`config.mk`:
```
export PLATFORM = sky130hd
export DESIGN_NAME = multiCycleCore
export DESIGN_NICKNAME = d
export VERILOG_FILES = /design/src/hdl/mipsPkg.sv /design/src/hdl/regFile.sv /design/src/hdl/aluUnit.sv /design/src/hdl/memLane.sv /design/src/hdl/dataPath.sv /design/src/hdl/controlFsm.sv /design/src/hdl/multiCycleCore.sv
export SDC_FILE = /design/constraint.sdc
export NUM_CORES = 2
export LEC_CHECK = 0
export BUFFER_PORTS_ARGS = -buffer_cell sky130_fd_sc_hd__buf_2
export CAP_MARGIN = 40
export CORE_ASPECT_RATIO = 1.5
export CORE_MARGIN = 5
export CORE_UTILIZATION = 40
export DETAILED_ROUTE_END_ITERATION = 7
export SKIP_CTS_REPAIR_TIMING = 1
export SKIP_LAST_GASP = 1
export SLEW_MARGIN = 10
export SYNTH_ARGS = -nofsm -noshare
export SYNTH_HDL_FRONTEND = slang
export SYNTH_HIERARCHICAL = 1
export SYNTH_SLANG_ARGS = --single-unit
export TNS_END_PERCENT = 1
```
`constraint.sdc`:
```
create_clock -name iCLK -period 7.3 [get_ports iCLK]
set_input_delay 0.365 -clock iCLK [delete_from_list [all_inputs] [get_ports iCLK]]
set_output_delay 0.365 -clock iCLK [all_outputs]
set_load 0.05 [all_outputs]
```
`src/hdl/mipsPkg.sv`:
```
// ============================================================
// shared types and encodings of the multicycle core
// import with mipsPkg::* in the module header
// ============================================================
`default_nettype none

package mipsPkg;

	typedef logic [31:0] tWord;     // one data or address word
	typedef logic [4:0]  tRegAddr;  // register index
	typedef logic [1:0]  tLane;     // byte offset inside a word
	typedef logic [3:0]  tByteEn;   // one enable per byte

	// major opcodes kept by the core
	typedef enum logic [5:0] {
		opRtype = 6'h00, opJ    = 6'h02, opJal  = 6'h03, opBeq  = 6'h04,
		opBne   = 6'h05, opAddiu = 6'h09, opSlti = 6'h0a, opAndi = 6'h0c,
		opOri   = 6'h0d, opLui  = 6'h0f, opLb   = 6'h20, opLh   = 6'h21,
		opLw    = 6'h23, opLbu  = 6'h24, opLhu  = 6'h25, opSb   = 6'h28,
		opSh    = 6'h29, opSw   = 6'h2b
	} tOpcode;

	typedef enum logic [5:0] {
		fcSll = 6'h00, fcSrl = 6'h02, fcJr  = 6'h08, fcAddu = 6'h21, fcSubu = 6'h23,
		fcAnd = 6'h24, fcOr  = 6'h25, fcXor = 6'h26, fcSlt  = 6'h2a
	} tFunct;

	typedef enum logic [1:0] {aluAdd, aluSub, aluFunct, aluImm} tAluOp;
	typedef enum logic [1:0] {sizeWord, sizeHalf, sizeByte} tMemSize;

	typedef enum logic [3:0] {
		stFetch, stDecode, stExecR, stExecI, stAddrCalc, stMemRead,
		stMemWrite, stLoadWb, stAluWb, stBranch, stJump, stJumpReg
	} tFsmState;

	// ALU operand B select
	localparam logic [2:0] srcBReg = 3'd0, srcBFour = 3'd1, srcBSignImm = 3'd2;
	localparam logic [2:0] srcBBranchOff = 3'd3, srcBZeroImm = 3'd4;
	// next PC select
	localparam logic [1:0] pcSrcAlu = 2'd0, pcSrcAluOut = 2'd1, pcSrcJump = 2'd2;
	localparam logic [1:0] pcSrcRegA = 2'd3;

	typedef struct packed {
		tOpcode opcode;
		tRegAddr rt;
		tFunct funct;
		logic [4:0] shamt;
	} tDecode;

	typedef struct packed {
		logic irWrite, pcWrite, pcWriteBeq, pcWriteBne;
		logic iorD, memRead, memWrite, regWrite;
		logic regDst, memToReg, linkWrite, laneCapture;
		logic aluSrcA;        // 0 PC, 1 register A
		logic [2:0] aluSrcB;
		logic [1:0] pcSource;
		tAluOp aluOp;
		tMemSize memSize;
		logic loadSigned;
	} tCtrl;

	typedef struct packed {
		tWord addr;
		tWord wdata;
		tByteEn byteEn;
		logic we;
		logic re;
	} tMemReq;

endpackage

`default_nettype wire

```
`src/hdl/regFile.sv`:
```
// ============================================================
// 32 x 32 register file, two async reads, one sync write
// register 0 reads zero and ignores writes
// ============================================================
`timescale 1ns/1ps
`default_nettype none

module regFile import mipsPkg::*; (
	input wire iCLK,
	input wire iRST,
	input wire tRegAddr readAddr1,
	input wire tRegAddr readAddr2,
	input wire tRegAddr writeAddr,
	input wire tWord writeData,
	input wire writeEnable,
	output tWord readData1,
	output tWord readData2
);

	tWord regs [32];

	always_ff @(posedge iCLK)
	begin
		if (iRST)
		begin
			for (int i = 0; i < 32; i++)
				regs[i] <= '0;
		end
		else if (writeEnable && (writeAddr != 5'd0))  // r0 stays zero
			regs[writeAddr] <= writeData;
	end

	assign readData1 = (readAddr1 == 5'd0) ? '0 : regs[readAddr1];
	assign readData2 = (readAddr2 == 5'd0) ? '0 : regs[readAddr2];

endmodule

`default_nettype wire

```
`src/hdl/aluUnit.sv`:
```
// ============================================================
// integer ALU with its function decode
// the FSM asks for a class, funct or opcode pick the operation
// ============================================================
`timescale 1ns/1ps
`default_nettype none

module aluUnit import mipsPkg::*; (
	input wire tAluOp aluOp,
	input wire tDecode decode,
	input wire tWord a,
	input wire tWord b,
	output tWord result,
	output logic zero
);

	typedef enum logic [3:0] {
		doAdd, doSub, doAnd, doOr, doXor, doSlt, doSll, doSrl, doLui
	} tAluFn;

	tAluFn fn;

	// class to concrete operation
	always_comb
	begin
		fn = doAdd;
		case (aluOp)
			aluSub: fn = doSub;
			aluFunct:
			begin
				case (decode.funct)
					fcSubu: fn = doSub;
					fcAnd: fn = doAnd;
					fcOr: fn = doOr;
					fcXor: fn = doXor;
					fcSlt: fn = doSlt;
					fcSll: fn = doSll;
					fcSrl: fn = doSrl;
					default: fn = doAdd;  // addu and anything else
				endcase
			end
			aluImm:
			begin
				case (decode.opcode)
					opAndi: fn = doAnd;
					opOri: fn = doOr;
					opSlti: fn = doSlt;
					opLui: fn = doLui;
					default: fn = doAdd;  // addiu
				endcase
			end
			default: fn = doAdd;
		endcase
	end

	always_comb
	begin
		case (fn)
			doSub: result = a - b;
			doAnd: result = a & b;
			doOr: result = a | b;
			doXor: result = a ^ b;
			doSlt: result = {31'b0, $signed(a) < $signed(b)};  // signed compare
			doSll: result = b << decode.shamt;
			doSrl: result = b >> decode.shamt;  // logical, zero fill
			doLui: result = {b[15:0], 16'b0};
			default: result = a + b;
		endcase
	end

	assign zero = (result == '0);

endmodule

`default_nettype wire

```
`src/hdl/memLane.sv`:
```
// ============================================================
// byte lane handling for loads and stores, little endian
// stores spread the data and set byte enables
// loads pick the addressed bytes and extend them
// ============================================================
`timescale 1ns/1ps
`default_nettype none

module memLane import mipsPkg::*; (
	input wire tMemSize size,
	input wire loadSigned,
	input wire tLane storeLane,
	input wire tWord storeData,
	output tWord storeWord,
	output tByteEn byteEn,
	input wire tLane loadLane,
	input wire tWord loadWord,
	output tWord loadData
);

	tWord byteShifted;  // addressed byte moved to bits 7..0
	tWord halfShifted;  // addressed half moved to bits 15..0

	// store side, same bytes in every lane, enables pick the target
	always_comb
	begin
		case (size)
			sizeByte:
			begin
				storeWord = {4{storeData[7:0]}};
				byteEn = 4'b0001 << storeLane;
			end
			sizeHalf:
			begin
				storeWord = {2{storeData[15:0]}};
				byteEn = storeLane[1] ? 4'b1100 : 4'b0011;  // upper or lower half
			end
			default:
			begin
				storeWord = storeData;
				byteEn = 4'b1111;
			end
		endcase
	end

	// load side
	assign byteShifted = loadWord >> {loadLane, 3'b000};
	assign halfShifted = loadWord >> {loadLane[1], 4'b0000};

	always_comb
	begin
		case (size)
			sizeByte: loadData = {{24{loadSigned & byteShifted[7]}}, byteShifted[7:0]};
			sizeHalf: loadData = {{16{loadSigned & halfShifted[15]}}, halfShifted[15:0]};
			default: loadData = loadWord;
		endcase
	end

endmodule

`default_nettype wire

```
`src/hdl/dataPath.sv`:
```
// ============================================================
// datapath of the multicycle core
// PC, IR, A, B, MDR, ALUOut and the operand muxes
// the control bundle steers every phase
// ============================================================
`timescale 1ns/1ps
`default_nettype none

module dataPath import mipsPkg::*; #(
	parameter tWord bootAddr = 32'h0040_0000
) (
	input wire iCLK,
	input wire iRST,
	input wire tCtrl ctrl,
	output tDecode decode,
	output tMemReq memReq,
	input wire tWord memRdata,
	output tWord pc
);

	tWord instrReg, regA, regB, memData, aluOut;
	tLane laneReg;                       // byte offset of the pending load
	tWord readData1, readData2;
	tWord aluA, aluB, aluResult;
	logic aluZero;
	tWord signImm, zeroImm, branchOff, jumpTarget;
	tWord nextPc, writeData, loadData;
	tRegAddr rs, rd, writeAddr;
	logic pcEnable;

	assign rs = instrReg[25:21];
	assign rd = instrReg[15:11];
	assign signImm = {{16{instrReg[15]}}, instrReg[15:0]};
	assign zeroImm = {16'b0, instrReg[15:0]};
	assign branchOff = {{14{instrReg[15]}}, instrReg[15:0], 2'b00};  // words to bytes
	assign jumpTarget = {pc[31:28], instrReg[25:0], 2'b00};

	always_comb
	begin
		decode.opcode = tOpcode'(instrReg[31:26]);  // unlisted codes kept as is
		decode.rt = instrReg[20:16];
		decode.funct = tFunct'(instrReg[5:0]);
		decode.shamt = instrReg[10:6];
	end

	// ALU operands
	assign aluA = ctrl.aluSrcA ? regA : pc;
	always_comb
	begin
		case (ctrl.aluSrcB)
			srcBReg: aluB = regB;
			srcBFour: aluB = 32'd4;
			srcBSignImm: aluB = signImm;
			srcBBranchOff: aluB = branchOff;
			srcBZeroImm: aluB = zeroImm;
			default: aluB = '0;
		endcase
	end

	always_comb
	begin
		case (ctrl.pcSource)
			pcSrcAlu: nextPc = aluResult;     // sequential
			pcSrcAluOut: nextPc = aluOut;     // branch target from decode
			pcSrcJump: nextPc = jumpTarget;
			default: nextPc = regA;           // jr
		endcase
	end

	// branch decision off the ALU compare
	assign pcEnable = ctrl.pcWrite | (ctrl.pcWriteBeq & aluZero) | (ctrl.pcWriteBne & ~aluZero);

	// link path forces r31 and the incremented PC
	assign writeAddr = ctrl.linkWrite ? 5'd31 : (ctrl.regDst ? rd : decode.rt);
	assign writeData = ctrl.linkWrite ? pc : (ctrl.memToReg ? loadData : aluOut);

	always_ff @(posedge iCLK)
	begin
		if (iRST)
		begin
			pc <= bootAddr;
			instrReg <= '0;
			regA <= '0;
			regB <= '0;
			memData <= '0;
			aluOut <= '0;
			laneReg <= '0;
		end
		else
		begin
			regA <= readData1;
			regB <= readData2;
			memData <= memRdata;
			aluOut <= aluResult;
			if (pcEnable)
				pc <= nextPc;
			if (ctrl.irWrite)
				instrReg <= memRdata;
			if (ctrl.laneCapture)
				laneReg <= aluOut[1:0];
		end
	end

	assign memReq.addr = ctrl.iorD ? aluOut : pc;  // data access or fetch
	assign memReq.we = ctrl.memWrite;
	assign memReq.re = ctrl.memRead;

	regFile rf0 (
		.iCLK (iCLK), .iRST (iRST),
		.readAddr1 (rs), .readAddr2 (decode.rt),
		.writeAddr (writeAddr), .writeData (writeData), .writeEnable (ctrl.regWrite),
		.readData1 (readData1), .readData2 (readData2)
	);

	aluUnit alu0 (
		.aluOp (ctrl.aluOp), .decode (decode),
		.a (aluA), .b (aluB), .result (aluResult), .zero (aluZero)
	);

	memLane lane0 (
		.size (ctrl.memSize), .loadSigned (ctrl.loadSigned),
		.storeLane (aluOut[1:0]), .storeData (regB),
		.storeWord (memReq.wdata), .byteEn (memReq.byteEn),
		.loadLane (laneReg), .loadWord (memData), .loadData (loadData)
	);

endmodule

`default_nettype wire

```
`src/hdl/controlFsm.sv`:
```
// ============================================================
// control FSM of the multicycle core
// one state per clock, the control bundle follows the state
// and the decoded opcode combinationally
// ============================================================
`timescale 1ns/1ps
`default_nettype none

module controlFsm import mipsPkg::*; (
	input wire iCLK,
	input wire iRST,
	input wire tDecode decode,
	output tCtrl ctrl
);

	tFsmState state;
	tFsmState nextState;
	logic isStore;

	// access width from the load or store opcode
	function automatic tMemSize accessSize(input tOpcode op);
		tMemSize size;
		case (op)
			opLb, opLbu, opSb: size = sizeByte;
			opLh, opLhu, opSh: size = sizeHalf;
			default: size = sizeWord;
		endcase
		return size;
	endfunction

	assign isStore = decode.opcode inside {opSb, opSh, opSw};

	always_ff @(posedge iCLK)
	begin
		if (iRST)
			state <= stFetch;
		else
			state <= nextState;
	end

	always_comb
	begin
		nextState = stFetch;  // most paths end here
		case (state)
			stFetch: nextState = stDecode;
			stDecode:
			begin
				case (decode.opcode)
					opRtype: nextState = (decode.funct == fcJr) ? stJumpReg : stExecR;
					opAddiu, opAndi, opOri, opSlti, opLui: nextState = stExecI;
					opLw, opLh, opLhu, opLb, opLbu, opSw, opSh, opSb: nextState = stAddrCalc;
					opBeq, opBne: nextState = stBranch;
					opJ, opJal: nextState = stJump;
					default: nextState = stFetch;  // unknown opcode, only PC+4 happened
				endcase
			end
			stExecR, stExecI: nextState = stAluWb;
			stAddrCalc: nextState = isStore ? stMemWrite : stMemRead;
			stMemRead: nextState = stLoadWb;
			default: nextState = stFetch;
		endcase
	end

	always_comb
	begin
		ctrl = '0;
		case (state)
			stFetch:
			begin
				ctrl.memRead = 1'b1;
				ctrl.irWrite = 1'b1;
				ctrl.aluSrcB = srcBFour;     // PC + 4
				ctrl.pcSource = pcSrcAlu;
				ctrl.pcWrite = 1'b1;
			end
			stDecode: ctrl.aluSrcB = srcBBranchOff;  // branch target into ALUOut
			stExecR:
			begin
				ctrl.aluSrcA = 1'b1;
				ctrl.aluSrcB = srcBReg;
				ctrl.aluOp = aluFunct;
			end
			stExecI:
			begin
				ctrl.aluSrcA = 1'b1;
				// logical ops and lui take the unsigned immediate
				if (decode.opcode inside {opAndi, opOri, opLui})
					ctrl.aluSrcB = srcBZeroImm;
				else
					ctrl.aluSrcB = srcBSignImm;
				ctrl.aluOp = aluImm;
			end
			stAddrCalc:
			begin
				ctrl.aluSrcA = 1'b1;
				ctrl.aluSrcB = srcBSignImm;  // base + offset
				ctrl.aluOp = aluAdd;
			end
			stMemRead:
			begin
				ctrl.iorD = 1'b1;
				ctrl.memRead = 1'b1;
				ctrl.laneCapture = 1'b1;  // keep offset for writeback
				ctrl.memSize = accessSize(decode.opcode);
			end
			stMemWrite:
			begin
				ctrl.iorD = 1'b1;
				ctrl.memWrite = 1'b1;
				ctrl.memSize = accessSize(decode.opcode);
			end
			stLoadWb:
			begin
				ctrl.regWrite = 1'b1;
				ctrl.memToReg = 1'b1;
				ctrl.memSize = accessSize(decode.opcode);
				ctrl.loadSigned = decode.opcode inside {opLb, opLh};
			end
			stAluWb:
			begin
				ctrl.regWrite = 1'b1;
				ctrl.regDst = (decode.opcode == opRtype);  // rd for R-type, rt otherwise
			end
			stBranch:
			begin
				ctrl.aluSrcA = 1'b1;
				ctrl.aluSrcB = srcBReg;
				ctrl.aluOp = aluSub;  // compare by subtraction
				ctrl.pcSource = pcSrcAluOut;
				ctrl.pcWriteBeq = (decode.opcode == opBeq);
				ctrl.pcWriteBne = (decode.opcode == opBne);
			end
			stJump:
			begin
				ctrl.pcWrite = 1'b1;
				ctrl.pcSource = pcSrcJump;
				ctrl.regWrite = (decode.opcode == opJal);
				ctrl.linkWrite = (decode.opcode == opJal);  // r31 gets PC+4
			end
			stJumpReg:
			begin
				ctrl.pcWrite = 1'b1;
				ctrl.pcSource = pcSrcRegA;
			end
			default: ;
		endcase
		// bus stays quiet while reset is held
		if (iRST)
		begin
			ctrl.memRead = 1'b0;
			ctrl.memWrite = 1'b0;
		end
	end

endmodule

`default_nettype wire

```
`src/hdl/multiCycleCore.sv`:
```
// ============================================================
// multicycle MIPS-style integer core, top level
// one phase per clock over a single shared memory bus
// memory answers reads combinationally, writes at the edge
// ============================================================
`timescale 1ns/1ps
`default_nettype none

module multiCycleCore import mipsPkg::*; #(
	parameter tWord bootAddr = 32'h0040_0000  // first fetch after reset
) (
	input wire iCLK,
	input wire iRST,
	output tMemReq memReq,
	input wire tWord memRdata,
	output tWord pc
);

	tCtrl ctrl;      // control bundle for the current phase
	tDecode decode;  // IR fields back to the FSM

	// sequencer
	controlFsm fsm0 (
		.iCLK   (iCLK),
		.iRST   (iRST),
		.decode (decode),
		.ctrl   (ctrl)
	);

	// registers, ALU and byte lanes
	dataPath #(
		.bootAddr (bootAddr)
	) dp0 (
		.iCLK     (iCLK),
		.iRST     (iRST),
		.ctrl     (ctrl),
		.decode   (decode),
		.memReq   (memReq),
		.memRdata (memRdata),
		.pc       (pc)
	);

endmodule

`default_nettype wire

```
Word level (Yosys, flattened, before mapping)
Memory sizes are Yosys's and may differ from the RTL's. A register that Yosys moved wholly into a read port is not among the register bits.
Index checks and enable logic that the tools add are counted.
- bits in writable memories: 1024
- output and inout port bits: 102
- memories: 1
- register bits after elaboration: 134
- mux-type cells: 48
- $add $sub $neg: 2
- shift operators: 5
- equal/unequal tests: 54
- magnitude comparators: 1
- bitwise operators: 11
- reductions and logical operators: 30
- memories (name ; depth ; bits a word ; read ports ; clocked after memory_dff ; write ports ; line ; text):
    dp0.rf0.regs ; 32 ; 32 ; 2 ; 2 ; 32 ; regFile.sv:20 ; tWord regs [32];
- operators by type and width (cell ; count):
    $pmux 32 s8 ; 1
    $mux 32 ; 5
    $pmux 32 s5 ; 1
    $pmux 32 s2 ; 2
    $pmux 32 s3 ; 1
    $eq 6x6->1 const B ; 13
    $pmux 4 s5 ; 2
    $eq 6x4->1 const B ; 6
    $add 32x32->32 ; 1
    $and 32x32->32 ; 1
    $eq 4x3->1 const B ; 8
    $logic_not 32->1 ; 1
    $lt 32x32->1 ; 1
    $or 32x32->32 ; 1
    $reduce_or 32->1 ; 1
    $shl 32x5->32 ; 1
    $shr 32x5->16 ; 1
    $shr 32x5->32 ; 1
    $shr 32x5->8 ; 1
    $sub 32x32->32 ; 1
    $xor 32x32->32 ; 1
    $pmux 3 s7 ; 1
    $eq 4x4->1 const B ; 5
    $eq 6x2->1 const B ; 3
    39 further kinds ; 91

Depth between registers and ports, before layout
- depth in word-level cells: 13
- depth in mapped cells: 29
- depth with buffers taken out: 24

Hierarchy
Netlist, hierarchy kept.
- by module, submodules not included (module ; sequential area each (um2) ; area each (um2) ; times used ; cells each):
    regFile ; 30749.5 ; 54229.5 ; 1 ; 3502
    aluUnit ; 0.0 ; 9893.2 ; 1 ; 1401
    dataPath ; 3883.7 ; 8612.0 ; 1 ; 800
    memLane ; 0.0 ; 1194.9 ; 1 ; 196
    controlFsm ; 80.1 ; 636.9 ; 1 ; 99

Least setup slack after synthesis
OpenSTA, ideal clock, no wires.
- path type: reg-to-reg
- start: register dp0.instrReg[26]
- end: register dp0.pc[10]
- cell stages (with the launch flop): 29
- required time: 7.183 ns
- clock period less this slack: 6.422 ns
- path buffers: 5
- setup slack: 0.878 ns
- arrival time: 6.305 ns
- library setup time: 0.117 ns
- cell sequence: dfxtp_1 -> buf_4 -> nand2b_1 -> and4_1 -> a21o_1 -> a21oi_1 -> buf_2 -> xor2_2 -> buf_6 -> a22oi_1 -> o2bb2ai_1 -> inv_1 -> ha_1 -> buf_2 -> inv_1 -> a221oi_1 -> a21oi_1 -> o21ai_0 -> a31oi_1 -> or3b_2 -> a22oi_1 -> mux2_2 -> nand4bb_1 -> or4_1 -> nor3_2 -> mux2i_2 -> a21oi_2 -> buf_4 -> a22o_1
- RTL lines (what ; line ; text):
    start: declaration ; dataPath.sv:21 ; tWord instrReg, regA, regB, memData, aluOut;
    start signal: assignment ; dataPath.sv:98 ; instrReg <= memRdata;
    end signal: assignment ; dataPath.sv:81 ; pc <= bootAddr;
    end signal: assignment ; dataPath.sv:96 ; pc <= nextPc;
    end: declaration ; dataPath.sv:18 ; output tWord pc

==> impl_metrics.toml <==
[outcome]
status = "complete, no violations"

[sta]
worst_pin_slew_ps = 1070
hold_viol_final = 0
maxSlewHeadroom_pct = 28.7
fin_worst_skew_ps = 41.2
slew_violations = 0
fin_crit_ps = 7290
clock.fmax_ghz = 0.137
report.final.setup_viol = 0
finalCritPeriodShare_pct = 99.8
tns_ps = 0

[grt]
grt_pass1_wl_um = 445000
overflow = 0
antenna_found_initial = 27
grt_usage_pct = 32.3
first_global_vias = 56300
grt_max_degree = 101

[routing]
first_pass_iters = 6
wl_met2_um = 161000
wl_um = 325000
wl_met1_um = 104000
ant_nets = 0
num_vias = 56100
met3_length_um = 26100
top_layer = "met5"
route.detailed.drc = 0
via_per_inst = 6.48
drt_iter0_drc = 6414
post_drt_wl_per_cell_um = 37.5

[pwr]
power_mw = 31.6
leakage_nw = 29.8
ir_drop_v = 0.000274
pwr_density_cell_nw_per_um2 = 378

[critical_path]
critPathLaunch = "dp0/instrReg[26]$_SDFFE_PP0P_"
critical_path_required_ps = 7990
crit_path_start_kind = "flop"
critPathMaxStageDelay_ps = 800
setup.worst_path.class = "reg -> reg"
path_cells = "nand2b_1 > and4_1 > and3_1 > and3b_1 > buf_8 > buf_4 > a21o_1 > buf_4 > mux4_2 > nand2_1 > nand2_1 > mux2i_2 > nor2_1 > o21ai_0 > nand4_1 > a41oi_4 > o2111ai_1 > nor3_2 > buf_4 > mux2_4 > nor3_4 > buf_12 > buf_6 > a22o_1"
worst-endpoint-arrival_ps = 7980
cp_slowest_cell = "nand4_1"
reg2reg_from = "dp0/instrReg[26]$_SDFFE_PP0P_"
critPathTopFamily = "simple AND/OR/NAND/NOR gates"
crit_fanout = 12
end_kind = "flop"
path_buf_inv = 6
path_common_cell = "buf_4"

[clock_network]
clockBufferDepth = 3
tritoncts = "done"
cts-root-buf = "clkbuf_16"
clk_pin_slew_worst_paths_ps = 70
h-tree-depth = 3
cts.sinks = 1222
cts_buffers = 114
clk_latency_ps = 760

[die]
ios = 136
die_w_um = 362
dieArea_sq_um = 195000
core-area_sq_um = 186000
num_rows = 194
start_util_pct = 40.1
die-height_um = 539

[final_layout]
area_growth_pct = 12.2
finish.net_count = 6230
drive_gt1_share_pct = 25.5
final_area_sq_um = 83600

[run]
max_cap_viol_count = 0

[placed_design]
port_buffers = 135
hpwl_um = 227000
dpl-instance-area_sq_um = 79200
place_congestion = 1.08

[synthesis]
syn_area_sq_um = 74500
syn_area_per_cell_sq_um = 12.4
ys_warn_count = 6
synthCells = 5988

[hold_path]
hp-class = "in -> reg"
worstHoldStart = "iRST"
flip-flops by register name, indices dropped and copies added, names as in the netlist:
signal	flops
dp0/aluOut	32
dp0/regB	32
dp0/rf0/regs	1024
fsm0/state	4
dp0/pc	32
dp0/memData	32
dp0/instrReg	32
dp0/regA	32
dp0/laneReg	2
per-layer routing:
metal,global-route usage [%],up-vias
li1,-,22900
met1,33.8,28400
met2,55.4,3452
met3,6.77,1254
met4,26.9,10
met5,0.223,-
cell type report:
| cell class | instances | area [sq um] |
|---|---|---|
| clock inverters | 59 | 537 |
| repair buffers | 561 | 4480 |
| diodes | 15 | 37.5 |
| clock buffers | 151 | 3140 |
| well taps | 2450 | 3070 |
| fillers | 16800 | 102000 |
| flip-flops and latches | 1222 | 34700 |
| multi-input cells | 4073 | 37100 |
| inverters | 124 | 465 |
where the power goes:
| group | switching [mW] | leakage [nW] | internal, mW |
|---|---|---|---|
| clock | 2.76 | 1.79 | 3.30 |
| sequential | 0.987 | 12.2 | 8.09 |
| combinational | 10.4 | 15.8 | 6.04 |
| total | 14.2 | 29.8 | 17.4 |
cells in the final DEF, fill, tap and decap left out, types with 130 or more instances in the layout:
cell         n
dfxtp_1    186
a21oi_1    130
buf_4      331
buf_2      140
nand2_1    231
nor2_1     178
and2_1    1006
nor2b_1    174
mux2i_1    263
edfxtp_1  1024
mux4_2     551
stage by stage:
stage                     setup slack [ps]  cells  utilization [%]  hold slack (ps)
after floorplan                        878   6019                -              458
after global placement                -587   8334             42.3              536
after detailed placement              55.0   8379             42.6              553
after CTS                            -8.35   8589             44.6             -209
after global routing                 -64.3   8642             45.0              113
final                                 13.9   8655             45.0             91.4
worst paths after layout:
| check | endpoint | cells after the start | slack [ps] |
|---|---|---|---|
| max | dp0/pc[23]$_SDFFE_PP0P_ | 24 | 10 |
| min reg2reg | fsm0/state[3]$_SDFF_PP0_ | 2 | 570 |
| min | dp0/memData[7]$_SDFF_PP0_ | 2 | 90 |
| max reg2reg | dp0/pc[23]$_SDFFE_PP0P_ | 24 | 10 |
worst reg2reg max path: stages, from the launching register on:
cell,delay (ps)
dfxtp_1,320
nand2b_1,200
and4_1,270
and3_1,450
and3b_1,320
buf_8,200
buf_4,170
a21o_1,170
buf_4,170
mux4_2,670
nand2_1,140
nand2_1,200
mux2i_2,530
nor2_1,90
o21ai_0,250
nand4_1,800
a41oi_4,640
o2111ai_1,260
nor3_2,160
buf_4,150
mux2_4,330
nor3_4,220
buf_12,160
buf_6,210
a22o_1,160
No activity file was read; power rests on OpenSTA's default activity.
